--- src/common/txMuxPkg.sv ---
/*
 * TX request multiplexer shared definitions.
 * Widths, request/header/beat structs and the sequencer FSM encodings.
 */
`default_nettype none

package txMuxPkg;

    localparam int ADDR_W      = 62;  // DW address
    localparam int LEN_W       = 10;  // Length in DW
    localparam int DATA_W      = 64;
    localparam int DW_PER_BEAT = 2;
    localparam int MAX_CHNL    = 16;  // Bounds the channel index width

    typedef logic [$clog2(MAX_CHNL)-1:0] chnlT;

    typedef struct packed {
        logic [ADDR_W-1:0] addr;
        logic [LEN_W-1:0]  len;
    } reqT;

    // Outgoing request header
    typedef struct packed {
        logic              isWr;
        logic [ADDR_W-1:0] addr;
        logic [LEN_W-1:0]  len;
        chnlT              tag;
        logic [3:0]        lastBe;
    } hdrT;

    typedef struct packed {
        logic [DATA_W-1:0] data;
        logic              start;
        logic              last;
        logic              endOffset;  // Last valid DW in the beat
    } beatT;

    // Beat flags, generated alongside the FIFO read enable
    typedef struct packed {
        logic valid;
        logic start;
        logic last;
        logic endOffset;
    } markT;

    typedef enum logic [3:0] {
        RD_WR = 4'b0001,  // Check reads first
        WR_RD = 4'b0010,  // Check writes first
        CAP   = 4'b0100,
        REL   = 4'b1000
    } capStateT;

    typedef enum logic [3:0] {
        IDLE = 4'b0001,
        RD   = 4'b0010,
        WR   = 4'b0100,
        WAIT = 4'b1000
    } mainStateT;

    // Index of the set bit in a one-hot channel vector
    function automatic chnlT oneHotToChnl(input logic [MAX_CHNL-1:0] vec);
        chnlT idx;
        idx = '0;
        for (int i = 0; i < MAX_CHNL; i++) begin
            if (vec[i]) begin
                idx = chnlT'(i);
            end
        end
        return idx;
    endfunction

endpackage

`default_nettype wire

--- src/rtl/beatAligner.sv ---
/*
 * Beat aligner.
 * Delays the beat flags and channel by the FIFO read latency, then
 * registers the selected channel's data with them.
 */
`default_nettype none

module beatAligner import txMuxPkg::*; #(
    parameter int NUM_CHNL     = 4,
    parameter int FIFO_LATENCY = 1
) (
    input  wire logic                           CLK,
    input  wire logic                           arstN,
    input  wire markT                           markIn,
    input  wire chnlT                           chnlIn,
    input  wire logic [NUM_CHNL-1:0][DATA_W-1:0] wrData,
    output logic                                txBeatValid,
    output beatT                                txBeat
);

    markT markLine [FIFO_LATENCY];
    chnlT chnlLine [FIFO_LATENCY];
    markT markOut;
    chnlT chnlOut;

    // Last stage lines up with the FIFO data
    assign markOut = markLine[FIFO_LATENCY-1];
    assign chnlOut = chnlLine[FIFO_LATENCY-1];

    // ----------------------------------------
    // Flag delay line
    // ----------------------------------------
    always_ff @(posedge CLK or negedge arstN) begin
        if (!arstN) begin
            for (int k = 0; k < FIFO_LATENCY; k++) begin
                markLine[k] <= '0;
            end
            txBeatValid <= 1'b0;
        end else begin
            markLine[0] <= markIn;
            for (int k = 1; k < FIFO_LATENCY; k++) begin
                markLine[k] <= markLine[k-1];
            end
            txBeatValid <= markOut.valid;
        end
    end

    always_ff @(posedge CLK) begin
        chnlLine[0] <= chnlIn;
        for (int k = 1; k < FIFO_LATENCY; k++) begin
            chnlLine[k] <= chnlLine[k-1];
        end
        txBeat.data      <= wrData[chnlOut];  // Data mux
        txBeat.start     <= markOut.start;
        txBeat.last      <= markOut.last;
        txBeat.endOffset <= markOut.endOffset;
    end

endmodule

`default_nettype wire

--- config.mk ---
export PLATFORM = sky130hd
export DESIGN_NAME = beatAligner
export DESIGN_NICKNAME = d
export VERILOG_FILES = /design/src/common/txMuxPkg.sv /design/src/rtl/beatAligner.sv
export SDC_FILE = /design/constraint.sdc
export NUM_CORES = 1
export LEC_CHECK = 0
export BUFFER_PORTS_ARGS = -buffer_cell sky130_fd_sc_hd__buf_2
export CORE_AREA = 2 2 131 133
export CTS_BUF_LIST = sky130_fd_sc_hd__clkbuf_4 sky130_fd_sc_hd__clkbuf_8 sky130_fd_sc_hd__clkbuf_16
export DETAILED_ROUTE_END_ITERATION = 7
export DIE_AREA = 0 0 133 135
export GPL_TIMING_DRIVEN = 0
export PLACE_DENSITY = 0.58
export SYNTH_ARGS = -nofsm -noshare
export SYNTH_HDL_FRONTEND = slang
export SYNTH_SLANG_ARGS = --single-unit
--- constraint.sdc ---
create_clock -name CLK -period 1.5 [get_ports CLK]
set_input_delay 0.15 -clock CLK [delete_from_list [all_inputs] [get_ports CLK]]
set_output_delay 0.15 -clock CLK [all_outputs]
set_load 0.01 [all_outputs]
==> results <==
- The register bit total from synthesis is 74.
- The number of setup violations in the final report is 0.
- Of all flip-flops after synthesis, the portion carrying an async set or reset was 0.0676.
- The internal portion of the total power is 4.14 mW.
- The post-route fraction of the period consumed by the critical path is 0.954.
- The synthesized design spends more area on one cell type than any other, namely dfxtp_1.
- The adder-cell area share of the yosys netlist is 0.
- In the global route stage, met1 resource usage came out at 0.132.
- By area the synthesized netlist is led by dfxtp_1 (44%), mux4_2 (43%), dfrtp_1 (4.0%).
- Synthesis produced 152 cells.
- Routability-driven placement finished with a final weighted congestion of 0.859.
- The detailed router finished its first iteration with 95 violations.
- The floorplan step defined a die boundary enclosing 18,000 um2.
- The initial core utilization is 0.191.
- The flow ran to the end, and the final reports show no timing, DRC or antenna violations.
- The count of inserted antenna diode cells is 0.
- Measured in cells, the most critical reg-to-reg path has a length of 3.
- The share of synthesized area in the top cell type comes to 0.441.
- The worst endpoint data arrival time is 1.64 ns.
- During synthesis, Yosys emitted a total of 0 warnings.
- The kind of end point of the critical path is a flop.
- The chip height is 135 um.
- The tree is rooted in a clkbuf_16.
- The width of the chip is 133 um.
- Entering global routing, the biggest net connects 15 pins.
- The hold path depth is 2.
- The total global-route track usage is 0.130.
- The fraction of power spent switching nets is 0.248.
- The complex-gate fraction of the synthesized area is 0.
- The met3 capacity usage during global routing is 0.0402.
- The proportion of synthesized chip area in sequential cells is 0.481.
- The worst reg-to-reg setup slack is 0.07 ns.
- The actual transition at the worst max-transition pin is 0.355 ns.
- The final number of max-transition violations was 0.
- The setup total negative slack is 0 ns.
- 334 I/O pins were placed.
- For this run, the leading register cell type out of synthesis is dfxtp_1.
- Of the total synthesized cell area, the portion taken by XOR and XNOR cells is 0.
- Buffers added to address setup during post-CTS repair amount to 0.
- The vias after detailed routing is 2,964.
- Once detail routing completed, the nets flagged for antenna violations numbered 0.
- Timing analysis after detailed placement gives a worst setup slack of 0.0233 ns.
- The largest buffer count on any clock path is 2.
- The number of hold-slack violations in the final timing report is 0.
- The number of global-route vias before repair is 3,475.
- The mean area per synthesized cell is 20.6 um2.
- The final net count is 767.
- Setup repair after global routing left no endpoint under its margin.
- The routed via count divided by cell count is 4.08.
- The total power divided by cell area is 1010 nW/um2.
- The layer with the highest usage after global routing is met2.
- TritonCTS built the clock tree.
- The min-delay analysis places its worst path in the category in -> reg.
- The count of buffers added on input and output ports is 331.
- The clock drives 74 sinks.
- The startpoint type of the worst setup path is a flop.
- The routed wire length per instance is 16.2 um.
- Ranked by instance count, the synthesized netlist is headed by dfxtp_1 (69), mux4_2 (60), buf_12 (6), buf_2 (6), dfrtp_1 (5).
- The share of cell area taken by muxes after synthesis is 0.465.
- The first detailed-routing pass ran for 4 iterations.
- Of the total power, combinational logic draws 0.201.
- The area overhead of the layout relative to synthesis is 73.7%.
- Of the total power, the clock network draws 0.397.
- The number of H-tree levels is 3.
- The fraction of met2 tracks used by global routing is 0.239.
- The layout cell share with drive strength beyond 1 is 0.832.
- The first-pass GRT wire length is 17,600 um.
- Across the VDD grid, the largest voltage drop is 471 uV.
- The overall overflow remaining after global route is 0.
- The endpoint required time on the critical path is 1.71 ns.
- The worst hold-check slack is 0.117 ns.
- The worst slew slack as a fraction of its limit is 0.764.
- The number of buffers created by CTS is 9.
- The number of antenna violations at the first check in global routing came to 2.
- Detailed placement ended at an HPWL of 10,000 um.
- In the routed design, unresolved DRC markers number 0.
- The synthesized net count is 418.
- The number of standard-cell rows in the floorplan is 47.
- The switching power of the nets is 1.37 mW.
- Of all nets on the critical path, the largest fanout is 10.
- Clock-pin slew was measured on the worst setup and hold paths at 0.06 ns.
- Max-cap violations in this run came to 0.
- For this block, the routed nets add up to 11,800 um of wire.
- After layout, the minimum clock period comes to 1.43 ns.
- The worst setup path is of the reg -> reg kind.
- Of the total synthesized cell area, the portion taken by AND, OR, NAND and NOR gates is 0.
- In this run, synthesis inferred 0 flip-flops with an integrated enable.
- Clock latency on the worst-skew pair, taken at its later pin, is 0.34 ns.
- The synthesized netlist occupies a cell area of 3130 um2.
- The worst path meets setup with 0.0685 ns of slack.
- The placeable core area is 16,400 um2.
- The highest achievable clock rate is 699 MHz.
- The cell leakage power is 2.63 nW.
- The largest family of logic cells by synthesized area is multiplexers.
- The distinct cell type count of the synthesized netlist is 8.
- The sequential cell fraction of total power is 0.402.
- For the final database, setup skew stands at 0.00555 ns.
- The library cell with the highest instance count after synthesis is dfxtp_1.
-- cells in the final DEF (no fill, tap or decap) --
cell	Yosys	final
dfxtp_1	69	69
bufinv_16	0	1
mux4_2	60	60
inv_6	0	2
clkinvlp_4	0	2
clkbuf_16	0	9
clkinv_4	0	1
dlygate4sd3_1	0	7
buf_12	6	6
dfrtp_1	5	5
buf_6	1	1
mux4_1	4	4
clkbuf_4	0	1
clkinv_2	0	1
buf_2	6	337
-- worst max-delay path, stage by stage (launching register included) --
cell,delay (ns)
dfxtp_1,0.30
buf_2,0.32
buf_2,0.33
mux4_2,0.35
-- power groups by stage --
| stage | Clock (mW) | Sequential (mW) | Combinational, mW |
|---|---|---|---|
| 2_1_floorplan | 0 | 2.36 | 0.399 |
| 3_3_place_gp | 0 | 2.25 | 1.08 |
| 3_5_place_dp | 0 | 2.26 | 1.11 |
| 4_1_cts | 2.29 | 2.22 | 1.13 |
| 5_1_grt | 2.36 | 2.23 | 1.19 |
| 6_report | 2.19 | 2.21 | 1.11 |
-- metrics by stage --
step | cells | cell area, um2 | util | total power [mW]
after floorplan | 152 | 3130 | - | 2.76
after global placement | 703 | 5060 | 0.308 | 3.33
after detailed placement | 703 | 5060 | 0.308 | 3.37
after CTS | 726 | 5430 | 0.331 | 5.64
after global routing | 726 | 5440 | 0.331 | 5.78
final | 726 | 5440 | 0.331 | 5.51
-- sequential cells by signal (all words and copies together), names as in the netlist --
register / flops
markLine: 4
chnlLine: 2
txBeat: 67
txBeatValid: 1
-- cell type report --
class / instances / area (um2)
Clock buffer: 9 / 225
Buffer: 14 / 169
Fill cell: 1667 / 11000
Timing Repair Buffer: 338 / 1730
Clock inverter: 7 / 76.3
Sequential cell: 74 / 1510
Multi-Input combinational cell: 64 / 1460
Tap cell: 220 / 275
-- worst paths after layout --
path | end | from
worst max-delay path | txBeat[47]$_DFF_P_ | chnlLine[0][1]$_DFF_P_
worst min-delay path | txBeat[66]$_DFF_P_ | wrData[63]
worst max register to register | txBeat[47]$_DFF_P_ | chnlLine[0][1]$_DFF_P_
worst min register to register | txBeat[1]$_DFF_P_ | markLine[1]$_DFF_PN0_
max in group asynchronous | txBeatValid$_DFF_PN0_ | arstN
min in group asynchronous | markLine[2]$_DFF_PN0_ | arstN
-- repair_timing --
action,CTS,global route
hold endpoints to repair,11,0
gates resized for setup,0,2
hold buffers,7,0
endpoints found under the setup margin,0,18
-- per-layer routing --
layer  vias up  share of wire  wire, um
li1       1343              -         -
met1      1416           0.35      4080
met2       175           0.55      6440
met3        28          0.078       921
met4         2          0.027       318
met5         -         0.0014        16
-- logic make-up (layout without fill, tap and decap cells) --
family	after synthesis	in the layout
buf+inv	14	368
mux	64	64
flops	74	74
No activity file was read; power rests on OpenSTA's default activity.
