===== config.mk =====
export PLATFORM = sky130hd
export DESIGN_NAME = txSequencer
export DESIGN_NICKNAME = d
export VERILOG_FILES = /design/src/common/txMuxPkg.sv /design/src/rtl/txSequencer.sv
export SDC_FILE = /design/constraint.sdc
export NUM_CORES = 1
export LEC_CHECK = 0
export ABC_CLOCK_PERIOD_IN_PS = 15300
export BUFFER_PORTS_ARGS = -buffer_cell sky130_fd_sc_hd__buf_4
export CORE_MARGIN = 2
export CORE_UTILIZATION = 43
export DETAILED_ROUTE_END_ITERATION = 10
export PLACE_DENSITY = 0.72
export SETUP_SLACK_MARGIN = 0.02
export SLEW_MARGIN = 40
export SYNTH_ARGS = -nofsm -noshare
export SYNTH_HDL_FRONTEND = slang
export SYNTH_SLANG_ARGS = --single-unit

===== constraint.sdc =====
create_clock -name CLK -period 15.3 [get_ports CLK]
set_input_delay 3.06 -clock CLK [delete_from_list [all_inputs] [get_ports CLK]]
set_output_delay 3.06 -clock CLK [all_outputs]
set_load 0.005 [all_outputs]

===== src/common/txMuxPkg.sv =====
/*
 * TX request multiplexer shared definitions.
 * Widths, request/header/beat structs and the sequencer FSM encodings.
 */
`default_nettype none

package txMuxPkg;

    localparam int ADDR_W      = 62;  // DW address
    localparam int LEN_W       = 10;  // Length in DW
    localparam int DATA_W      = 64;
    localparam int DW_PER_BEAT = 2;
    localparam int MAX_CHNL    = 16;  // Bounds the channel index width

    typedef logic [$clog2(MAX_CHNL)-1:0] chnlT;

    typedef struct packed {
        logic [ADDR_W-1:0] addr;
        logic [LEN_W-1:0]  len;
    } reqT;

    // Outgoing request header
    typedef struct packed {
        logic              isWr;
        logic [ADDR_W-1:0] addr;
        logic [LEN_W-1:0]  len;
        chnlT              tag;
        logic [3:0]        lastBe;
    } hdrT;

    typedef struct packed {
        logic [DATA_W-1:0] data;
        logic              start;
        logic              last;
        logic              endOffset;  // Last valid DW in the beat
    } beatT;

    // Beat flags, generated alongside the FIFO read enable
    typedef struct packed {
        logic valid;
        logic start;
        logic last;
        logic endOffset;
    } markT;

    typedef enum logic [3:0] {
        RD_WR = 4'b0001,  // Check reads first
        WR_RD = 4'b0010,  // Check writes first
        CAP   = 4'b0100,
        REL   = 4'b1000
    } capStateT;

    typedef enum logic [3:0] {
        IDLE = 4'b0001,
        RD   = 4'b0010,
        WR   = 4'b0100,
        WAIT = 4'b1000
    } mainStateT;

    // Index of the set bit in a one-hot channel vector
    function automatic chnlT oneHotToChnl(input logic [MAX_CHNL-1:0] vec);
        chnlT idx;
        idx = '0;
        for (int i = 0; i < MAX_CHNL; i++) begin
            if (vec[i]) begin
                idx = chnlT'(i);
            end
        end
        return idx;
    endfunction

endpackage

`default_nettype wire


===== src/rtl/txSequencer.sv =====
/*
 * Request sequencer.
 * Capture FSM alternates reads and writes, acks the winner and offers
 * the header; main FSM tracks the read or write burst behind it.
 */
`default_nettype none

module txSequencer import txMuxPkg::*; #(
    parameter int NUM_CHNL = 4
) (
    input  wire logic           CLK,
    input  wire logic           arstN,
    input  wire logic           rdPending,
    input  wire logic           wrPending,
    input  wire chnlT           rdChnl,
    input  wire chnlT           wrChnl,
    input  wire reqT            rdSel,
    input  wire reqT            wrSel,
    output logic [NUM_CHNL-1:0] rdAck,
    output logic [NUM_CHNL-1:0] wrAck,
    output logic                txHdrValid,
    output hdrT                 txHdr,
    input  wire logic           txHdrReady,
    output logic                loadBeats,
    output chnlT                loadChnl,
    output logic [LEN_W-1:0]    loadLen,
    input  wire logic           burstDone
);

    capStateT  capState;
    mainStateT mainState;

    // Request taken from the arbiter
    logic capIsWr;
    chnlT capChnl;
    reqT  capReq;

    logic hdrXfer;

    assign hdrXfer   = txHdrValid & txHdrReady;
    assign loadBeats = hdrXfer & txHdr.isWr;  // Reads produce no beats
    assign loadChnl  = capChnl;
    assign loadLen   = txHdr.len;

    // ----------------------------------------
    // Capture FSM
    // ----------------------------------------
    always_ff @(posedge CLK or negedge arstN) begin
        if (!arstN) begin
            capState   <= RD_WR;
            rdAck      <= '0;
            wrAck      <= '0;
            txHdrValid <= 1'b0;
        end else begin
            rdAck <= '0;  // Acks are single-cycle pulses
            wrAck <= '0;
            case (capState)
                RD_WR: begin
                    if (rdPending) begin
                        rdAck    <= NUM_CHNL'(1) << rdChnl;
                        capState <= CAP;
                    end else begin
                        capState <= WR_RD;
                    end
                end
                WR_RD: begin
                    if (wrPending) begin
                        wrAck    <= NUM_CHNL'(1) << wrChnl;
                        capState <= CAP;
                    end else begin
                        capState <= RD_WR;
                    end
                end
                CAP: capState <= REL;  // Header registered this cycle
                REL: begin
                    if (hdrXfer) begin
                        txHdrValid <= 1'b0;
                        // Other direction gets first look next
                        capState   <= capIsWr ? RD_WR : WR_RD;
                    end else if (mainState == IDLE) begin
                        txHdrValid <= 1'b1;
                    end
                end
                default: capState <= RD_WR;
            endcase
        end
    end

    always_ff @(posedge CLK) begin
        case (capState)
            RD_WR: begin
                if (rdPending) begin
                    capIsWr <= 1'b0;
                    capChnl <= rdChnl;
                    capReq  <= rdSel;
                end
            end
            WR_RD: begin
                if (wrPending) begin
                    capIsWr <= 1'b1;
                    capChnl <= wrChnl;
                    capReq  <= wrSel;
                end
            end
            CAP: begin
                txHdr.isWr   <= capIsWr;
                txHdr.addr   <= capReq.addr;
                txHdr.len    <= capReq.len;
                txHdr.tag    <= capIsWr ? chnlT'(0) : capChnl;  // Read tag is its channel
                txHdr.lastBe <= (capReq.len == LEN_W'(1)) ? 4'h0 : 4'hF;
            end
            default: ;
        endcase
    end

    // ----------------------------------------
    // Main FSM
    // ----------------------------------------
    always_ff @(posedge CLK or negedge arstN) begin
        if (!arstN) begin
            mainState <= IDLE;
        end else begin
            case (mainState)
                IDLE: begin
                    if (hdrXfer) begin
                        mainState <= txHdr.isWr ? WR : RD;
                    end
                end
                RD:   mainState <= IDLE;
                WR: begin
                    if (burstDone) begin
                        mainState <= WAIT;
                    end
                end
                WAIT: mainState <= IDLE;  // Gap after a write burst
                default: mainState <= IDLE;
            endcase
        end
    end

endmodule

`default_nettype wire


==> results.txt, run 1 <==
CP endpoint kind -> output pin
Post_cts resized -> 0
Most frequent cells in the layout -> buf_4 (264), edfxtp_1 (155), mux2_2 (76)
# IOs -> 263
Average wire per standard cell -> 17.1 um
FP Rows -> 44
Synth Area in XOR/XNOR -> 0%
Hpwl dp -> 9.43 mm
Die Wd -> 127 um
Synth Area in Adders -> 0%
Vias in the first global route -> 3921
First-pass GRT wire length -> 20.1 mm
CTS Root Cell -> clkbuf_16
Vias per cell -> 4.84
RSZ-0062 raised after global routing -> false
Met1 usage -> 18.2%
Slew @ Worst Pin -> 0.703 ns
Synth Area in Compound Gates -> 0.869%
Hold Vio Cnt, Final -> 0
RR Startpoint -> capState[2]
Total CTS buffers -> 17
WS Path Type -> in2out
WP buf/inv -> 2
Worst Setup SP -> txHdrReady
GRT overflow -> 0
H-tree depth -> 4
Area leader, netlist -> edfxtp_1
CTS tree -> done
Layout cells sized above 1 -> 62.5%
CP most frequent cell -> buf_4
Syn_area_per_cell -> 19.9 sq um
Multiplexer share of the synthesized area -> 13.2%
Main combinational cell family by area after synthesis -> multiplexers
Die Y -> 127 um
Worst-path clk slew -> 0.06 ns
Status -> completed
Synthesized instance count -> 325
Buffer count from post-CTS setup fixing -> 0
Pwr Density -> 158 mW/mm^2
Clock Skews -> 0.00791 ns
Die area -> 0.0161 sq mm
Antenna viol nets, final -> 0
Leakage -> 3.58 nW
Worst path max stage delay -> 0.18 ns
Layout Utilization -> 62.2%
1st-iter DRT viols -> 168
Mapped Area -> 0.00648 sq mm
Maxcap violations -> 0
Worst-skew pair later-pin latency -> 0.41 ns
Routing usage on met3 -> 6.50%
CP max-delay cell -> and3_1
Final min period -> 6.56 ns
Fin nets -> 745
GR Layer Usage met2 -> 29.6%
Slew headroom -> 53.2%
Fin crit share -> 42.9%
R2R setup slack -> 13.15 ns
Core ar. -> 0.0146 sq mm
CP top delay family -> buffers and inverters
Synth top area share -> 71.9%
Critical Path RT -> 12.24 ns
Synth area leaders -> edfxtp_1 (72%), mux2_2 (13%), dfrtp_1 (5.8%), buf_4 (1.6%), buf_6 (1.2%)
Worst Hold Class -> reg2reg
Cell chain of the critical path -> buf_4 > and3_1 > buf_4
Post-synth cell types -> 28
Post-Synth Simple-Gate Area -> 4.31%
Vias post-DR -> 3795
Min-delay src -> capReq[18]
CTS hold repair buffers -> 0
Crit-path max FO -> 3
Clock tree buffer depth -> 2
Busiest grt layer -> met2
TNS Setup -> 0 ns
Port Buffers -> 262
Sequential area share after synthesis -> 78.5%
Slew Viols, Final -> 0
Worst EP arrival -> 3.50 ns
Gr usage total -> 16.7%
Fmax -> 152 MHz
Starting Density -> 44.2%
Max VDD drop -> 92.4 uV
Syn nets -> 483
Final Wtd Congestion -> 0.814
Area grow syn2layout -> 40.7%
Initial antenna violation count -> 1
Ys Warns -> 0
Final setup fails -> 0
Synthesized flop and latch total -> 172
Iteration count of the initial detailed-routing pass -> 4
Largest net degree at the start of global routing -> 81
Most common cell after layout, fill and taps aside -> buf_4
# DRC -> 0
Sink Count -> 172
Startpoint types -> input port
Inserted Diodes -> 0
Total wire length -> 13.4 mm
# fillers -> 1101
-- cell type report --
cell class | instances | area [sq um] | share of cell area, %
clock buffers | 23 | 468 | 5.14
clock inverters | 9 | 115 | 1.26
inverters | 1 | 3.75 | 0.0412
multi-input cells | 130 | 1220 | 13.4
flip-flops and latches | 172 | 5080 | 55.8
well taps | 184 | 230 | 2.53
repair buffers | 265 | 1990 | 21.9
-- report_power, final --
group	switching, mW	internal, mW
Combinational	0.153	0.139
Sequential	0.0442	0.690
Clock	0.168	0.250
Total	0.365	1.08
-- routing by layer --
metal	share of wire, %	up-vias	wire [um]
li1	-	1780	-
met5	0.097	-	13
met3	9.1	15	1220
met2	52	183	6940
met1	38	1815	5060
met4	1.2	2	164
-- cells in the mapped netlist --
master    instances
nand3b_1          2
nand2b_1          1
buf_8             1
nor4b_1           7
o211a_1           1
nor3_1            2
buf_6             7
or3b_2            1
o21a_1            1
and3b_1           1
inv_1             1
nand3_1           2
dfrtp_1          15
nor2_1            8
edfxtp_1        155
nor4_1            1
o21ai_0           2
nand2_1           6
and3_1            2
dfstp_2           2
o31ai_1           1
nand4_1           1
mux2_2           76
buf_4            14
a31oi_1           2
nor2b_1           7
a41oi_1           1
nor3b_1           5
-- kinds of logic (layout without fill, tap and decap cells) --
logic type             after synthesis  count (layout)
AOI/OAI and AO/OA                    8               8
buffers and inverters               23             298
DFF                                172             172
muxes                               76              76
and+or+nand+nor                     46              46
-- stage by stage --
stage	worst slack [ns]	total power, mW	cell area [sq um]	instances	hold WS (ns)
global placement	8.76	1.02	8520	752	0.400
floorplan	6.03	0.915	6480	325	0.400
CTS	8.75	1.46	9110	784	0.415
global route	8.73	1.51	9110	784	0.417
detailed placement	8.75	1.04	8530	752	0.405
finish	8.74	1.44	9110	784	0.414
-- worst register-to-register path, delay by kind of cell, from the launching register on --
| family | cells | cell delay (ns) |
|---|---|---|
| buffers and inverters | 1 | 0.59 |
| AND/OR/NAND/NOR | 1 | 0.37 |
| multiplexers | 1 | 0.49 |
| flip-flops | 1 | 0.45 |
-- sequential cells by signal (all words and copies together) (netlist names) --
register	cells
wrAck	4
loadChnl	4
txHdr	68
loadLen	10
txHdrValid	1
mainState	4
rdAck	4
capIsWr	1
capState	4
capReq	72
-- worst paths after layout --
kind                          endpoint  cells after the start
max                          loadBeats                      3
min reg2reg                  txHdr[26]                      0
min in group asynchronous     rdAck[1]                      1
min                          txHdr[26]                      0
max in group asynchronous  capState[0]                      1
max reg2reg                 capReq[44]                      3
No activity file was read; power rests on OpenSTA's default activity.
==> run 2: changes to the inputs <==
--- a/config.mk
+++ b/config.mk
@@ -5,12 +5,12 @@
 export SDC_FILE = /design/constraint.sdc
 export NUM_CORES = 1
 export LEC_CHECK = 0
-export ABC_CLOCK_PERIOD_IN_PS = 15300
+export ABC_CLOCK_PERIOD_IN_PS = 5950
 export BUFFER_PORTS_ARGS = -buffer_cell sky130_fd_sc_hd__buf_4
 export CORE_MARGIN = 2
 export CORE_UTILIZATION = 43
 export DETAILED_ROUTE_END_ITERATION = 10
-export PLACE_DENSITY = 0.72
+export PLACE_DENSITY = 0.75
 export SETUP_SLACK_MARGIN = 0.02
 export SLEW_MARGIN = 40
 export SYNTH_ARGS = -nofsm -noshare
==> constraint.sdc (replaced) <==
create_clock -name CLK -period 5.95 [get_ports CLK]
set_input_delay 1.19 -clock CLK [delete_from_list [all_inputs] [get_ports CLK]]
set_output_delay 1.19 -clock CLK [all_outputs]
set_load 0.005 [all_outputs]
==> run 2 against run 1 <==
Compared with the run above: die area did not move; setup slack got worse by 5.6 ns; hold slack improved by 0.00088 ns.
==> results.txt, run 2 (synthesis gave the netlist of run 1 again) <==
Critical Path RT -> 4.76 ns
Starting Density -> 44.2%
RSZ-0062 raised after global routing -> false
Sink Count -> 172
Port Buffers -> 262
Startpoint types -> input port
Buffer count from post-CTS setup fixing -> 0
Initial antenna violation count -> 0
Antenna viol nets, final -> 0
CTS hold repair buffers -> 0
Layout Utilization -> 62.6%
Worst EP arrival -> 1.60 ns
Largest net degree at the start of global routing -> 81
Area grow syn2layout -> 41.6%
Hold path depth -> 0
FF-to-FF path depth -> 3
Vias per cell -> 4.79
Most frequent cells in the layout -> buf_4 (264), edfxtp_1 (155), mux2_2 (76)
Leakage -> 3.60 nW
Worst Hold Class -> reg2reg
Gr usage total -> 17.0%
Fin nets -> 745
Hold Vio Cnt, Final -> 0
Max reg flops -> 72
Core ar. -> 0.0146 sq mm
Die Y -> 127 um
Fin crit share -> 47.0%
H-tree depth -> 4
Min-delay src -> capReq[43]
Hpwl dp -> 9.88 mm
TNS Setup -> 0 ns
Final setup fails -> 0
First-pass GRT wire length -> 20.6 mm
Fmax -> 358 MHz
Final Wtd Congestion -> 0.773
Die Wd -> 127 um
RR Startpoint -> capState[2]
Maxcap violations -> 0
R2R setup slack -> 3.81 ns
Pwr Density -> 415 mW/mm^2
CTS Root Cell -> clkbuf_16
Vias in the first global route -> 4003
Inserted Diodes -> 0
Total wire length -> 13.6 mm
Slew headroom -> 53.6%
Clock Skews -> 0.00703 ns
Hold endpoint -> txHdr[51]
Layout cells sized above 1 -> 62.4%
Worst-path clk slew -> 0.06 ns
RR Endpoint -> capReq[51]
Max VDD drop -> 224 uV
CTS tree -> done
Hold Slack -> 0.415 ns
Crit-path max FO -> 3
1st-iter DRT viols -> 150
Vias post-DR -> 3747
Average wire per standard cell -> 17.4 um
Total power after layout -> 3.81 mW
Worst-skew pair later-pin latency -> 0.41 ns
Status -> completed
Biggest register -> capReq
# DRC -> 0
Most common cell after layout, fill and taps aside -> buf_4
FP Rows -> 44
Die area -> 0.0161 sq mm
Clock tree buffer depth -> 2
WS Path Type -> in2out
Total CTS buffers -> 17
Iteration count of the initial detailed-routing pass -> 4
GRT overflow -> 0
Final min period -> 2.79 ns
Post_cts resized -> 0
# IOs -> 263
CP endpoint kind -> output pin
Slew @ Worst Pin -> 0.695 ns
Slew Viols, Final -> 0
-- run 2: per-stage QoR --
| step | instances | cell area, sq um | setup slack (ns) |
|---|---|---|---|
| after floorplan | 325 | 6480 | 0.648 |
| after global placement | 752 | 8530 | 3.15 |
| after detailed placement | 752 | 8540 | 3.15 |
| after CTS | 783 | 9170 | 3.15 |
| after global routing | 783 | 9170 | 3.13 |
| final | 783 | 9170 | 3.16 |
-- run 2: how the worst max path moves through the flow --
stage            endpoint        start  depth (start not counted)  slack (ns)
2_1_floorplan  loadLen[0]  capState[1]                          1        0.65
3_3_place_gp    loadBeats   txHdrReady                          3        3.15
6_report        loadBeats   txHdrReady                          3        3.16
3_5_place_dp    loadBeats   txHdrReady                          3        3.15
4_1_cts         loadBeats   txHdrReady                          3        3.15
5_1_grt         loadBeats   txHdrReady                          3        3.13
-- run 2: layout make-up --
cell class,count,area [sq um]
tap,184,230
multi-input combinational,130,1230
timing repair buffer,265,1990
clock buffer,19,433
fill,1102,5480
sequential,172,5080
inverter,1,3.75
clock inverter,12,196
-- run 2: metal layers --
metal  GRT usage, %  vias up  routed length (um)
li1               -     1777                   -
met1           18.3     1788                4870
met2           31.2      167                7530
met3           5.61       15                1000
met4           6.33        0                 194
met5              0        -                   0
-- run 2: critical path: stages --
cell	delay, ns
buf_4	0.12
and3_1	0.16
buf_4	0.13
-- run 2: report_power, final --
group	switching, mW	leakage [nW]	internal, mW
registers	0.119	1.65	1.77
clock network	0.428	0.290	0.740
logic	0.387	1.67	0.361
total	0.933	3.60	2.88
