`src/common/txMuxPkg.sv`:
```
/*
 * TX request multiplexer shared definitions.
 * Widths, request/header/beat structs and the sequencer FSM encodings.
 */
`default_nettype none

package txMuxPkg;

    localparam int ADDR_W      = 62;  // DW address
    localparam int LEN_W       = 10;  // Length in DW
    localparam int DATA_W      = 64;
    localparam int DW_PER_BEAT = 2;
    localparam int MAX_CHNL    = 16;  // Bounds the channel index width

    typedef logic [$clog2(MAX_CHNL)-1:0] chnlT;

    typedef struct packed {
        logic [ADDR_W-1:0] addr;
        logic [LEN_W-1:0]  len;
    } reqT;

    // Outgoing request header
    typedef struct packed {
        logic              isWr;
        logic [ADDR_W-1:0] addr;
        logic [LEN_W-1:0]  len;
        chnlT              tag;
        logic [3:0]        lastBe;
    } hdrT;

    typedef struct packed {
        logic [DATA_W-1:0] data;
        logic              start;
        logic              last;
        logic              endOffset;  // Last valid DW in the beat
    } beatT;

    // Beat flags, generated alongside the FIFO read enable
    typedef struct packed {
        logic valid;
        logic start;
        logic last;
        logic endOffset;
    } markT;

    typedef enum logic [3:0] {
        RD_WR = 4'b0001,  // Check reads first
        WR_RD = 4'b0010,  // Check writes first
        CAP   = 4'b0100,
        REL   = 4'b1000
    } capStateT;

    typedef enum logic [3:0] {
        IDLE = 4'b0001,
        RD   = 4'b0010,
        WR   = 4'b0100,
        WAIT = 4'b1000
    } mainStateT;

    // Index of the set bit in a one-hot channel vector
    function automatic chnlT oneHotToChnl(input logic [MAX_CHNL-1:0] vec);
        chnlT idx;
        idx = '0;
        for (int i = 0; i < MAX_CHNL; i++) begin
            if (vec[i]) begin
                idx = chnlT'(i);
            end
        end
        return idx;
    endfunction

endpackage

`default_nettype wire

```
`src/rtl/beatCounter.sv`:
```
/*
 * Write beat counter.
 * Drives the FIFO read enable of one channel for ceil(len/2) cycles
 * and marks the first and last beat.
 */
`default_nettype none

module beatCounter import txMuxPkg::*; #(
    parameter int NUM_CHNL = 4
) (
    input  wire logic             CLK,
    input  wire logic             arstN,
    input  wire logic             load,
    input  wire chnlT             chnl,
    input  wire logic [LEN_W-1:0] len,
    output logic [NUM_CHNL-1:0]   wrDataRen,
    output markT                  mark,
    output logic                  burstDone
);

    logic [LEN_W:0]   lenRound;   // One extra bit for rounding up
    logic [LEN_W-1:0] beatCount;
    logic [LEN_W-1:0] beatsLeft;
    logic             firstBeat;
    logic             lastOffset;

    assign lenRound  = {1'b0, len} + (LEN_W+1)'(DW_PER_BEAT - 1);
    assign beatCount = LEN_W'(lenRound / DW_PER_BEAT);

    always_ff @(posedge CLK or negedge arstN) begin
        if (!arstN) begin
            beatsLeft <= '0;
            wrDataRen <= '0;
            firstBeat <= 1'b0;
        end else if (load) begin
            beatsLeft <= beatCount;
            wrDataRen <= NUM_CHNL'(1) << chnl;
            firstBeat <= 1'b1;
        end else if (beatsLeft != '0) begin
            beatsLeft <= beatsLeft - 1'b1;
            firstBeat <= 1'b0;
            if (beatsLeft == LEN_W'(1)) begin
                wrDataRen <= '0;
            end
        end
    end

    // Odd len ends on DW 0, even len on DW 1
    always_ff @(posedge CLK) begin
        if (load) begin
            lastOffset <= ~len[0];
        end
    end

    assign mark.valid     = (beatsLeft != '0);
    assign mark.start     = firstBeat;
    assign mark.last      = (beatsLeft == LEN_W'(1));
    assign mark.endOffset = lastOffset;
    assign burstDone      = mark.last;

endmodule

`default_nettype wire

```
`config.mk`:
```
export PLATFORM = sky130hd
export DESIGN_NAME = beatCounter
export DESIGN_NICKNAME = d
export VERILOG_FILES = /design/src/common/txMuxPkg.sv /design/src/rtl/beatCounter.sv
export SDC_FILE = /design/constraint.sdc
export NUM_CORES = 1
export LEC_CHECK = 0
export BUFFER_PORTS_ARGS = -buffer_cell sky130_fd_sc_hd__buf_2
export CAP_MARGIN = 20
export CORE_UTILIZATION = 50
export CTS_CLUSTER_DIAMETER = 60
export CTS_CLUSTER_SIZE = 8
export DETAILED_ROUTE_END_ITERATION = 7
export PLACE_DENSITY = 0.88
export SLEW_MARGIN = 10
export SYNTH_ARGS = -nofsm -noshare
export SYNTH_HDL_FRONTEND = slang
export SYNTH_SLANG_ARGS = --single-unit
```
`constraint.sdc`:
```
create_clock -name CLK -period 2.3 [get_ports CLK]
set_input_delay 0.345 -clock CLK [delete_from_list [all_inputs] [get_ports CLK]]
set_output_delay 0.345 -clock CLK [all_outputs]
set_load 0.01 [all_outputs]
```
==> results of run 1 <==
==> final cells by class <==
cell class	count	area [um2]	area share [%]
well taps	27	33.8	2.82
flip-flops and latches	16	405	33.9
inverters	6	22.5	1.88
clock buffers	4	36.3	3.03
repair buffers	26	135	11.3
multi-input cells	78	564	47.1
==> state kept, by name, indices dropped and copies added (netlist names) <==
signal,count
beatsLeft,10
wrDataRen,4
firstBeat,1
lastOffset,1
==> cell usage after synthesis (all sizes together), types with 2 or more instances <==
library cell / instances / area (um2)
mux2: 2 / 22.5
nor2: 8 / 30.0
xor2: 4 / 35.0
ha: 3 / 37.5
o21ai: 7 / 35.0
nand3: 3 / 15.0
a21oi: 4 / 20.0
nand2: 5 / 18.8
a211oi: 3 / 22.5
nand4: 2 / 12.5
xnor2: 4 / 35.0
nor3: 5 / 25.0
or4: 2 / 15.0
nor3b: 2 / 15.0
and4: 3 / 26.3
dfrtp: 15 / 375
clkbuf: 2 / 8.75
and3: 2 / 12.5
inv: 6 / 22.5
buf: 6 / 36.3
o21a: 2 / 15.0
mux2i: 4 / 40.0
a22o: 5 / 43.8
==> metal layers <==
layer	vias to the layer above	wire (um)
li1	437	-
met1	427	966
met2	21	1090
met3	5	52
met4	0	45
met5	-	0
==> final timing paths <==
check | startpoint | end | slack, ns | cells after the start
setup / recovery | beatsLeft[0]$_DFFE_PN0P_ | mark[3] | 0.16 | 6
hold / removal | chnl[1] | wrDataRen[3]$_DFFE_PN0P_ | 0.31 | 2
setup reg to reg | beatsLeft[0]$_DFFE_PN0P_ | beatsLeft[8]$_DFFE_PN0P_ | 0.43 | 6
hold reg to reg | firstBeat$_DFFE_PN0P_ | firstBeat$_DFFE_PN0P_ | 0.48 | 1
max in group asynchronous | arstN | beatsLeft[1]$_DFFE_PN0P_ | 1.58 | 2
min in group asynchronous | arstN | beatsLeft[2]$_DFFE_PN0P_ | 0.47 | 2
==> kinds of logic after synthesis <==
group | share of synthesized area [%]
AND/OR/NAND/NOR | 20.0
XOR/XNOR | 6.80
flip-flops | 39.3
multiplexers | 6.07
adder cells (fa/ha/maj) | 3.64
AO/OA/AOI/OAI | 17.6
buffers and inverters | 6.55
==> cells in the final DEF (no fill, tap or decap), drive strengths merged <==
cell | netlist | routed
buf | 6 | 25
dfrtp | 15 | 15
nor2 | 8 | 8
o21ai | 7 | 7
inv | 6 | 6
nand2 | 5 | 5
a22o | 5 | 5
nor3 | 5 | 5
xnor2 | 4 | 4
a21oi | 4 | 4
mux2i | 4 | 4
xor2 | 4 | 4
clkbuf | 2 | 4
and4 | 3 | 3
nand3 | 3 | 3
a211oi | 3 | 3
ha | 3 | 3
or4 | 2 | 2
o21a | 2 | 2
nand4 | 2 | 2
mux2 | 2 | 2
nor3b | 2 | 2
and3 | 2 | 2
nor4 | 1 | 1
or3b | 1 | 1
o31ai | 1 | 1
a31oi | 1 | 1
a21o | 1 | 1
or3 | 1 | 1
a22oi | 1 | 1
o41ai | 1 | 1
dlygate4sd3 | 0 | 1
edfxtp | 1 | 1
==> power by group <==
group | switching, mW | internal (mW)
sequential | 0.0374 | 0.311
clock | 0.0929 | 0.0966
combinational | 0.0783 | 0.0687
total | 0.209 | 0.477
==> through the flow <==
step / hold slack [ns] / power (mW)
final: 0.312 / 0.685
after global routing: 0.335 / 0.721
after CTS: 0.300 / 0.687
after detailed placement: 0.265 / 0.496
after global placement: 0.261 / 0.487
after floorplan: 0.0494 / 0.445
==> timing repair <==
item / in CTS / in global routing
hold buffers: 1 / 0
endpoints found under the hold margin: 15 / 0
resized for setup: 1 / 1
endpoints found under the setup margin: 1 / 1
setup buffers: 0 / 0
==> summary.md, run 1 <==
| Metric | Value |
|---|---|
| Status | completed |
| Sequential share of the synthesized area | between 30% and 40% |
| Pins Over Slew Limit | 0 |
| DRC errors left | 0 |
| Clock Latency Late Sink | about 0.29 ns |
| GPL Wtd Cong | 0.779 |
| Crit path buf inv count | 3 |
| Yosys cell types | 36 |
| Post-DP HPWL | 1.64 mm |
| Fin cells | roughly 160 |
| Yosys warns | 0 |
| Worst-path clk slew | 0.10 ns |
| Final ANT Viol Nets | 0 |
| Wire per inst | about 14 um |
| Row cnt | 16 |
| Crit path cell chain | inv_1, ha_1, nor3b_2, and3_2, inv_1, buf_2 |
| Design Area, Final | ~0.0012 mm2 |
| Static Leak | 0.536 nW |
| GRT met3 Usage | under 10% |
| Antenna violations before repair | 0 |
| Req. time, crit path | 1.96 ns |
| Top cell family by delay on the critical path | simple AND/OR/NAND/NOR gates |
| Fin. Hold Viols | 0 |
| Initial Util | a little over half |
| Ports | 26 |
| Final wirelength | around 2.2 mm |
| Met1 GRT Util | 29.5% |
| Via count | between 800 and 900 |
| CP Max Fanout | 6 |
| Met2 Resource Use GR | a little over a third |
| Vias in the first global route | between 700 and 800 |
| Startpoint types | flip-flop |
| Setup WS post-layout | 0.164 ns |
| Placed Area | around 0.0011 mm2 |
| Max Clk Rate | roughly 470 MHz |
| Pin count of the biggest net entering global routing | 23 |
| Worst-case clock buffer depth | 2 |
| Unrepaired setup endpoints after global routing | no |
| Chip Height | roughly 47 um |
| Syn Inst Count | between 100 and 150 |
| Final core utilization | 61.7% |
| Tmin final | approximately 2.1 ns |
| GRT Util Overall | approximately 22% |
| Maximum vdd ir drop | 0.368 mV |
| Syn Nets | between 100 and 150 |
| Worst-Margin Slew | roughly 0.37 ns |
| 1st-iter DRT viols | 18 |
| Primary FF master, synth | dfrtp_1 |
| Max Cap Violations | 0 |
| FF+latch count, synth | 16 |
| CTS root buf | clkbuf_4 |
| H-tree levels | 1 |
| CTS Sinks | 16 |
| Grt peak-use layer | met2 |
| CP most frequent cell | inv_1 |
| Final setup violation count | 0 |
| Global-route wire length before repair | between 3 and 4 mm |
| Worst hold path type | primary input to flip-flop |
| Chip width | 47.4 um |
| Synth async-reset ratio | approximately 94% |
| Slew headroom | between 70 and 80% |
| Synthesized cell area | 0.00103 mm2 |
| DP Worst Slack | around 0.32 ns |
| IO Port Bufs | 25 |
| Synth Area per Inst | 9.55 um2 |
| Share of layout cells above drive strength 1 | 27.7% |
| GR Overflow Total | 0 |
| Drt via density | 5.67 |
| Pre-Repair DR Iteration Count | 4 |
| Nets@finish | around 150 |
| CP endpoint kind | output pin |
| Inst Count DP | 152 |
| Total CTS buffers | 3 |
| CTS tree | done |
| ANT cells | 0 |
| Die area | between 0.002 and 0.0025 mm2 |
| WS Path Type | flip-flop to output pin |
| Core area | 0.00194 mm2 |
| Fin crit share | around 93% |
| PD cells | approximately 570 mW/mm2 |
| Max incr delay on CP | just over 0.4 ns |
| Number of synthesized flops with an enable pin | 1 |
| Slowest cell on crit path | dfrtp_1 |
| WP data arrival | about 1.8 ns |
| Skew final | 0.00453 ns |
| Fillers | 178 |
| Area growth from synthesis to layout | 16.1% |
| Final TNS setup | 0 ns |
No activity file was read; power rests on OpenSTA's default activity.
==> inputs of run 2 (changes only) <==
Settings changed: ABC_AREA from default to 1, CTS_BUF_LIST from default to sky130_fd_sc_hd__clkbuf_16, PLACE_DENSITY 0.88 to 0.86.
==> run 2 against run 1 <==
Against the previous run:
- combinational power rose by 39%
- clock skew fell by 0.0024 ns
- die area rose by 14%
- global-route usage rose by 2.2 points
- sequential power fell by 1%
- non-clock buffer count did not move
- largest cell class unchanged
==> summary.md, run 2 <==
| Metric | Value |
|---|---|
| Core area | 0.00221 mm2 (+14%) |
| Pins Over Slew Limit | 0 (unchanged) |
| Worst-Margin Slew | 0.447 ns (+0.0723 ns) |
| Reg2Reg Launch Point | beatsLeft[0]$_DFFE_PN0P_ |
| Sequential share of the synthesized area | 34.4% (-5.0 points) |
| ANT cells | 0 (unchanged) |
| Inst Count DP | 216 (+42%) |
| Status | completed |
| R2R depth | 7 (+1) |
| Yosys cell types | 25 (-31%) |
| Commonest non-fill, non-tap cells in the layout | nand2_1 (36), inv_1 (29), buf_2 (25) |
| Slowest cell on crit path | dfrtp_1 |
| Final wirelength | 2.63 mm (+22%) |
| Chip Height | 50.6 um (+6.7%) |
| CTS root buf | clkbuf_16 |
| Req. time, crit path | 1.96 ns (about the same) |
| Slew headroom | 70.2% (-4.9 points) |
| Max incr delay on CP | 0.40 ns (about the same) |
| Final TNS setup | 0 ns (unchanged) |
| WP data arrival | 1.57 ns (-0.22 ns) |
| Row cnt | 17 (+1) |
| GRT Util Overall | 23.9% (+2.2 points) |
| Yosys warns | 0 (unchanged) |
| Final setup violation count | 0 (unchanged) |
| GR Overflow Total | 0 (unchanged) |
| Yosys top cell by area | dfrtp_1 |
| Nets@finish | 214 (+42%) |
| PD cells | 632 mW/mm2 (+10%) |
| Pin count of the biggest net entering global routing | 17 (-26%) |
| CP endpoint kind | output pin |
| Reg-to-Reg End | beatsLeft[4]$_DFFE_PN0P_ |
| Synthesized cell area | 0.00118 mm2 (+14%) |
| Die area | 0.00256 mm2 (+14%) |
| Worst-case clock buffer depth | 2 (unchanged) |
| Post-DP HPWL | 2.11 mm (+28%) |
| CP Max Fanout | 5 (-1) |
| Fin. Hold Viols | 0 (unchanged) |
| Area contributors post-synth | dfrtp_1 (32%), nand2_1 (11%), inv_1 (9.2%) |
| Clock Latency Late Sink | 0.25 ns (-0.04 ns) |
| Via count | 1149 (+29%) |
| Skew final | 0.00218 ns (-0.00235 ns) |
| Commonest non-fill, non-tap cell in the layout | nand2_1 |
| WS Path Type | flip-flop to output pin |
| Vias in the first global route | 1077 (+40%) |
| Area growth from synthesis to layout | 18.2% |
| Max Clk Rate | 523 MHz (+12%) |
| Pre-Repair DR Iteration Count | 4 (unchanged) |
| Tmin final | 1.91 ns (-0.223 ns) |
| Antenna violations before repair | 0 (unchanged) |
| Max reg flops | 10 (unchanged) |
| Fin crit share | 83.1% (-9.7 points) |
| Worst hold path type | primary input to flip-flop |
| CTS tree | done |
| Initial Util | 53.3% (+0.24 points) |
| Unrepaired setup endpoints after global routing | no |
| Share of layout cells above drive strength 1 | 21.2% (-6.4 points) |
| Final ANT Viol Nets | 0 (unchanged) |
| DRC errors left | 0 (unchanged) |
| Biggest regs | beatsLeft (10), wrDataRen (4) |
| Top cell family by delay on the critical path | buffers and inverters |
| GPL Wtd Cong | 1.01 (+30%) |
| Syn Nets | 188 (+47%) |
| Most frequent cell after synthesis | nand2_1 |
| Primary FF master, synth | dfrtp_1 |
| CTS Sinks | 16 (unchanged) |
| Critical Path Start | beatsLeft[0]$_DFFE_PN0P_ |
| IO Port Bufs | 25 (unchanged) |
| CP most frequent cell | inv_1 |
| Startpoint types | flip-flop |
| CP endpoint | mark[3] |
| Maximum vdd ir drop | 0.418 mV (+14%) |
| Worst-path clk slew | 0.04 ns (-0.06 ns) |
| Levels on crit path | 6 (unchanged) |
| Max Cap Violations | 0 (unchanged) |
| Synth Area per Inst | 7.02 um2 (-26%) |
| Ports | 26 (unchanged) |
| Wire per inst | 11.9 um (-13%) |
| Fin cells | 221 (+41%) |
| Crit path cell chain | inv_1, ha_1, nand2_4, inv_1, nand4_1, buf_2 |
| Commonest cells post-synth | nand2_1 (36), inv_1 (29), dfrtp_1 (15), nand3_1 (15), nor2_1 (15) |
| Power, Total | 881 uW (+29%) |
| Syn Inst Count | 168 (+56%) |
| Global-route wire length before repair | 4.54 mm (+35%) |
| Largest Register | beatsLeft |
| FF+latch count, synth | 16 (unchanged) |
| Number of synthesized flops with an enable pin | 1 (unchanged) |
| Worst Hold Path Cells | 2 (unchanged) |
| Setup bufs post-CTS | 0 (unchanged) |
| 1st-iter DRT viols | 42 (+24) |
| H-tree levels | 1 (unchanged) |
| Drt via density | 5.20 (-8.3%) |
| Yosys top cell area share | 31.8% (-4.6 points) |
| Static Leak | 0.781 nW (+46%) |
| Chip width | 50.6 um (+6.7%) |
| R2R setup slack | 0.73 ns (+0.30 ns) |
| Synth async-reset ratio | 93.8% (unchanged) |
| Crit path buf inv count | 3 (unchanged) |
| Total CTS buffers | 3 (unchanged) |
run 2: final cells by class:
cell class                 count  area, um2
fill                         211        817
multi-input combinational    117        628
sequential                    16        405
timing repair buffer          26        135
inverter                      30        113
clock buffer                   3       75.1
tap                           28       35.0
clock inverter                 1       3.75
run 2: repair_timing:
| item | CTS | global route |
|---|---|---|
| hold endpoints to repair | 1 | 0 |
| hold buffers | 1 | 0 |
| gates resized for setup | 0 | 0 |
run 2: through the flow:
step                      hold WS [ns]  worst slack, ns  cell area (um2)  utilization [%]
after floorplan                 0.0494            0.744             1180                -
after global placement           0.255            0.787             1310             59.0
after CTS                        0.376            0.406             1400             63.1
final                            0.381            0.388             1400             63.1
after detailed placement         0.261            0.671             1310             59.0
after global routing             0.381            0.334             1400             63.1
run 2: cells by family after synthesis:
kind of cell,share of synthesized area (%)
and+or+nand+nor,38.4
AOI/OAI and AO/OA,10.2
adders and majority gates,3.18
xor gates and xnor gates,1.48
buffers and inverters,12.4
DFF,34.4
run 2: layer usage:
layer  part of all wire [%]  GRT usage, %  vias to the layer above
met3                    4.9          2.73                        5
li1                       -             -                      585
met1                     42          29.6                      515
met2                     51          40.2                       44
met5                      0             0                        -
met4                    1.8          13.4                        0
run 2: how the worst min path moves through the flow:
stage,from,end,slack (ns)
4_1_cts,len[0],lastOffset$_DFFE_PP_,0.38
3_5_place_dp,arstN,beatsLeft[1]$_DFFE_PN0P_,0.26
2_1_floorplan,arstN,beatsLeft[0]$_DFFE_PN0P_,0.05
3_3_place_gp,arstN,beatsLeft[1]$_DFFE_PN0P_,0.25
5_1_grt,len[0],lastOffset$_DFFE_PP_,0.38
6_report,len[0],lastOffset$_DFFE_PP_,0.38
run 2: where the power goes:
| group | internal [mW] | switching (mW) | leakage [nW] |
|---|---|---|---|
| Sequential | 0.313 | 0.0307 | 0.198 |
| Clock | 0.230 | 0.104 | 0.0385 |
| Combinational | 0.0721 | 0.132 | 0.544 |
==> inputs of run 3 (changes only) <==
Clock period 2.3 ns to 2 ns, I/O delays scaled along.
==> run 3 against run 2 <==
Against the previous run:
- clock-buffer cell count unchanged
- critical endpoint unchanged
- first-iteration DRC count up 48%
- power up 16%
- final cell count is the same
- final area unchanged
- wire length up 6.6%
==> summary.md, run 3 (synthesized netlist as in run 2, its figures left out) <==
| Metric | Value |
|---|---|
| Skew final | 0.00184 ns (-0.000332 ns) |
| Placed Area | 0.00131 mm2 (unchanged) |
| Ports | 26 (unchanged) |
| Core area | 0.00221 mm2 (unchanged) |
| Pins Over Slew Limit | 0 (unchanged) |
| DRC errors left | 0 (unchanged) |
| Reg2Reg Launch Point | beatsLeft[0]$_DFFE_PN0P_ |
| Max Clk Rate | ~550 MHz |
| Fin crit share | between 90% and 100% |
| Design Area, Final | 0.00140 mm2 (unchanged) |
| Wire per inst | 12.7 um (+6.6%) |
| Post-CTS Resized | 0 (unchanged) |
| PD cells | 733 mW/mm2 (+16%) |
| Chip Height | 50.6 um (unchanged) |
| Pin count of the biggest net entering global routing | 17 (unchanged) |
| CP Max Fanout | 5 (unchanged) |
| Fin. Hold Viols | 0 (unchanged) |
| Antenna violations before repair | 0 (unchanged) |
| CTS Sinks | 16 (unchanged) |
| Worst-Margin Slew | 0.451 ns (+0.00384 ns) |
| Max Cap Violations | 0 (unchanged) |
| Unrepaired setup endpoints after global routing | no |
| Final TNS setup | 0 ns (unchanged) |
| CP endpoint kind | output pin |
| Global-route wire length before repair | 4.84 mm (+6.7%) |
| GR Overflow Total | 0 (unchanged) |
| H-tree levels | 1 (unchanged) |
| Post-CTS Hold Fix Bufs | 1 (unchanged) |
| Chip width | 50.6 um (unchanged) |
| Share of layout cells above drive strength 1 | 21.2% (unchanged) |
| Vias in the first global route | 1142 (+6.0%) |
| Post-DP HPWL | 2.09 mm (-1.1%) |
| Worst hold start | len[0] |
| Drt via density | 5.40 (+3.9%) |
| Clock Latency Late Sink | 0.25 ns (about the same) |
| WP data arrival | 1.53 ns (-0.04 ns) |
| Biggest regs | beatsLeft (10), wrDataRen (4) |
| CTS tree | done |
| Commonest non-fill, non-tap cell in the layout | nand2_1 |
| Final wirelength | 2.80 mm (+6.6%) |
| Max reg flops | 10 (unchanged) |
| GPL Wtd Cong | 0.943 (-6.8%) |
| CTS root buf | clkbuf_16 |
| Final setup violation count | 0 (unchanged) |
| 1st-iter DRT viols | 62 (+48%) |
| Tmin final | 1.83 ns |
| Commonest non-fill, non-tap cells in the layout | nand2_1 (36), inv_1 (29), buf_2 (25) |
| Total CTS buffers | 3 (unchanged) |
| Req. time, crit path | 1.70 ns (-0.26 ns) |
| Setup bufs post-CTS | 0 (unchanged) |
| Slew headroom | 69.9% (-0.26 points) |
| ANT cells | 0 (unchanged) |
| Pre-Repair DR Iteration Count | 4 (unchanged) |
| Maximum vdd ir drop | 0.484 mV (+16%) |
| Status | completed |
| Critical Path Start | beatsLeft[0]$_DFFE_PN0P_ |
| Worst hold path type | primary input to flip-flop |
| Largest Register | beatsLeft |
| GRT Util Overall | 25.1% (+1.2 points) |
| Startpoint types | flip-flop |
| Initial Util | 53.3% (unchanged) |
| Worst-path clk slew | 0.05 ns (about the same) |
| Nets@finish | 214 (unchanged) |
| WS Path Type | flip-flop to output pin |
| Power, Total | 1.02 mW (+16%) |
| Via count | 1194 (+3.9%) |
| Worst-case clock buffer depth | 2 (unchanged) |
| Row cnt | 17 (unchanged) |
| Area growth from synthesis to layout | 18.2% (unchanged) |
| Static Leak | 0.781 nW (unchanged) |
| Die area | 0.00256 mm2 (unchanged) |
| IO Port Bufs | 25 (unchanged) |
| Fillers | 202 (-4.3%) |
| Final ANT Viol Nets | 0 (unchanged) |
## run 3: cell counts in the layout (fill, tap and decap cells not counted)
Identical to the previous run, type by type.
## run 3: area by class of cell
cell class / instances / area [um2] / share of cell area (%)
clock buffers: 3 / 75.1 / 5.38
repair buffers: 26 / 135 / 9.69
well taps: 28 / 35.0 / 2.51
multi-input cells: 117 / 628 / 45.0
flip-flops and latches: 16 / 405 / 29.1
clock inverters: 1 / 3.75 / 0.269
inverters: 30 / 113 / 8.07
## run 3: path summary, 6_finish.rpt
kind / to / slack [ns] / cells past startpoint
max: mark[3] / 0.17 / 6
max in group asynchronous: beatsLeft[7]$_DFFE_PN0P_ / 1.26 / 2
min in group asynchronous: beatsLeft[0]$_DFFE_PN0P_ / 0.49 / 2
min reg2reg: wrDataRen[1]$_DFFE_PN0P_ / 0.46 / 2
min: lastOffset$_DFFE_PP_ / 0.32 / 2
max reg2reg: beatsLeft[1]$_DFFE_PN0P_ / 0.45 / 7
## run 3: report_power, final
part	switching [mW]	internal, mW
combinational	0.160	0.0829
sequential	0.0352	0.360
clock	0.121	0.265
## run 3: critical path: stages, from the launching register on
cell and delay, ns:
dfrtp_1 0.41, inv_1 0.16, ha_1 0.26, nand2_4 0.11
inv_1 0.08, nand4_1 0.11, buf_2 0.16
## run 3: metrics by stage
stage / hold WS, ns / worst slack, ns / instances / utilization [%]
after floorplan: 0.00441 / 0.489 / 168 / -
after global placement: 0.214 / 0.524 / 216 / 59.0
after detailed placement: 0.213 / 0.469 / 216 / 59.0
after CTS: 0.321 / 0.200 / 221 / 63.1
after global routing: 0.339 / 0.0574 / 221 / 63.1
final: 0.319 / 0.175 / 221 / 63.1
## run 3: per-layer routing
| layer | track usage (%) | vias up | part of all wire [%] |
|---|---|---|---|
| met5 | 0 | - | 0 |
| met4 | 12.5 | 0 | 2.0 |
| met3 | 3.03 | 7 | 4.5 |
| met2 | 44.2 | 45 | 50 |
| met1 | 29.8 | 554 | 43 |
| li1 | - | 588 | - |
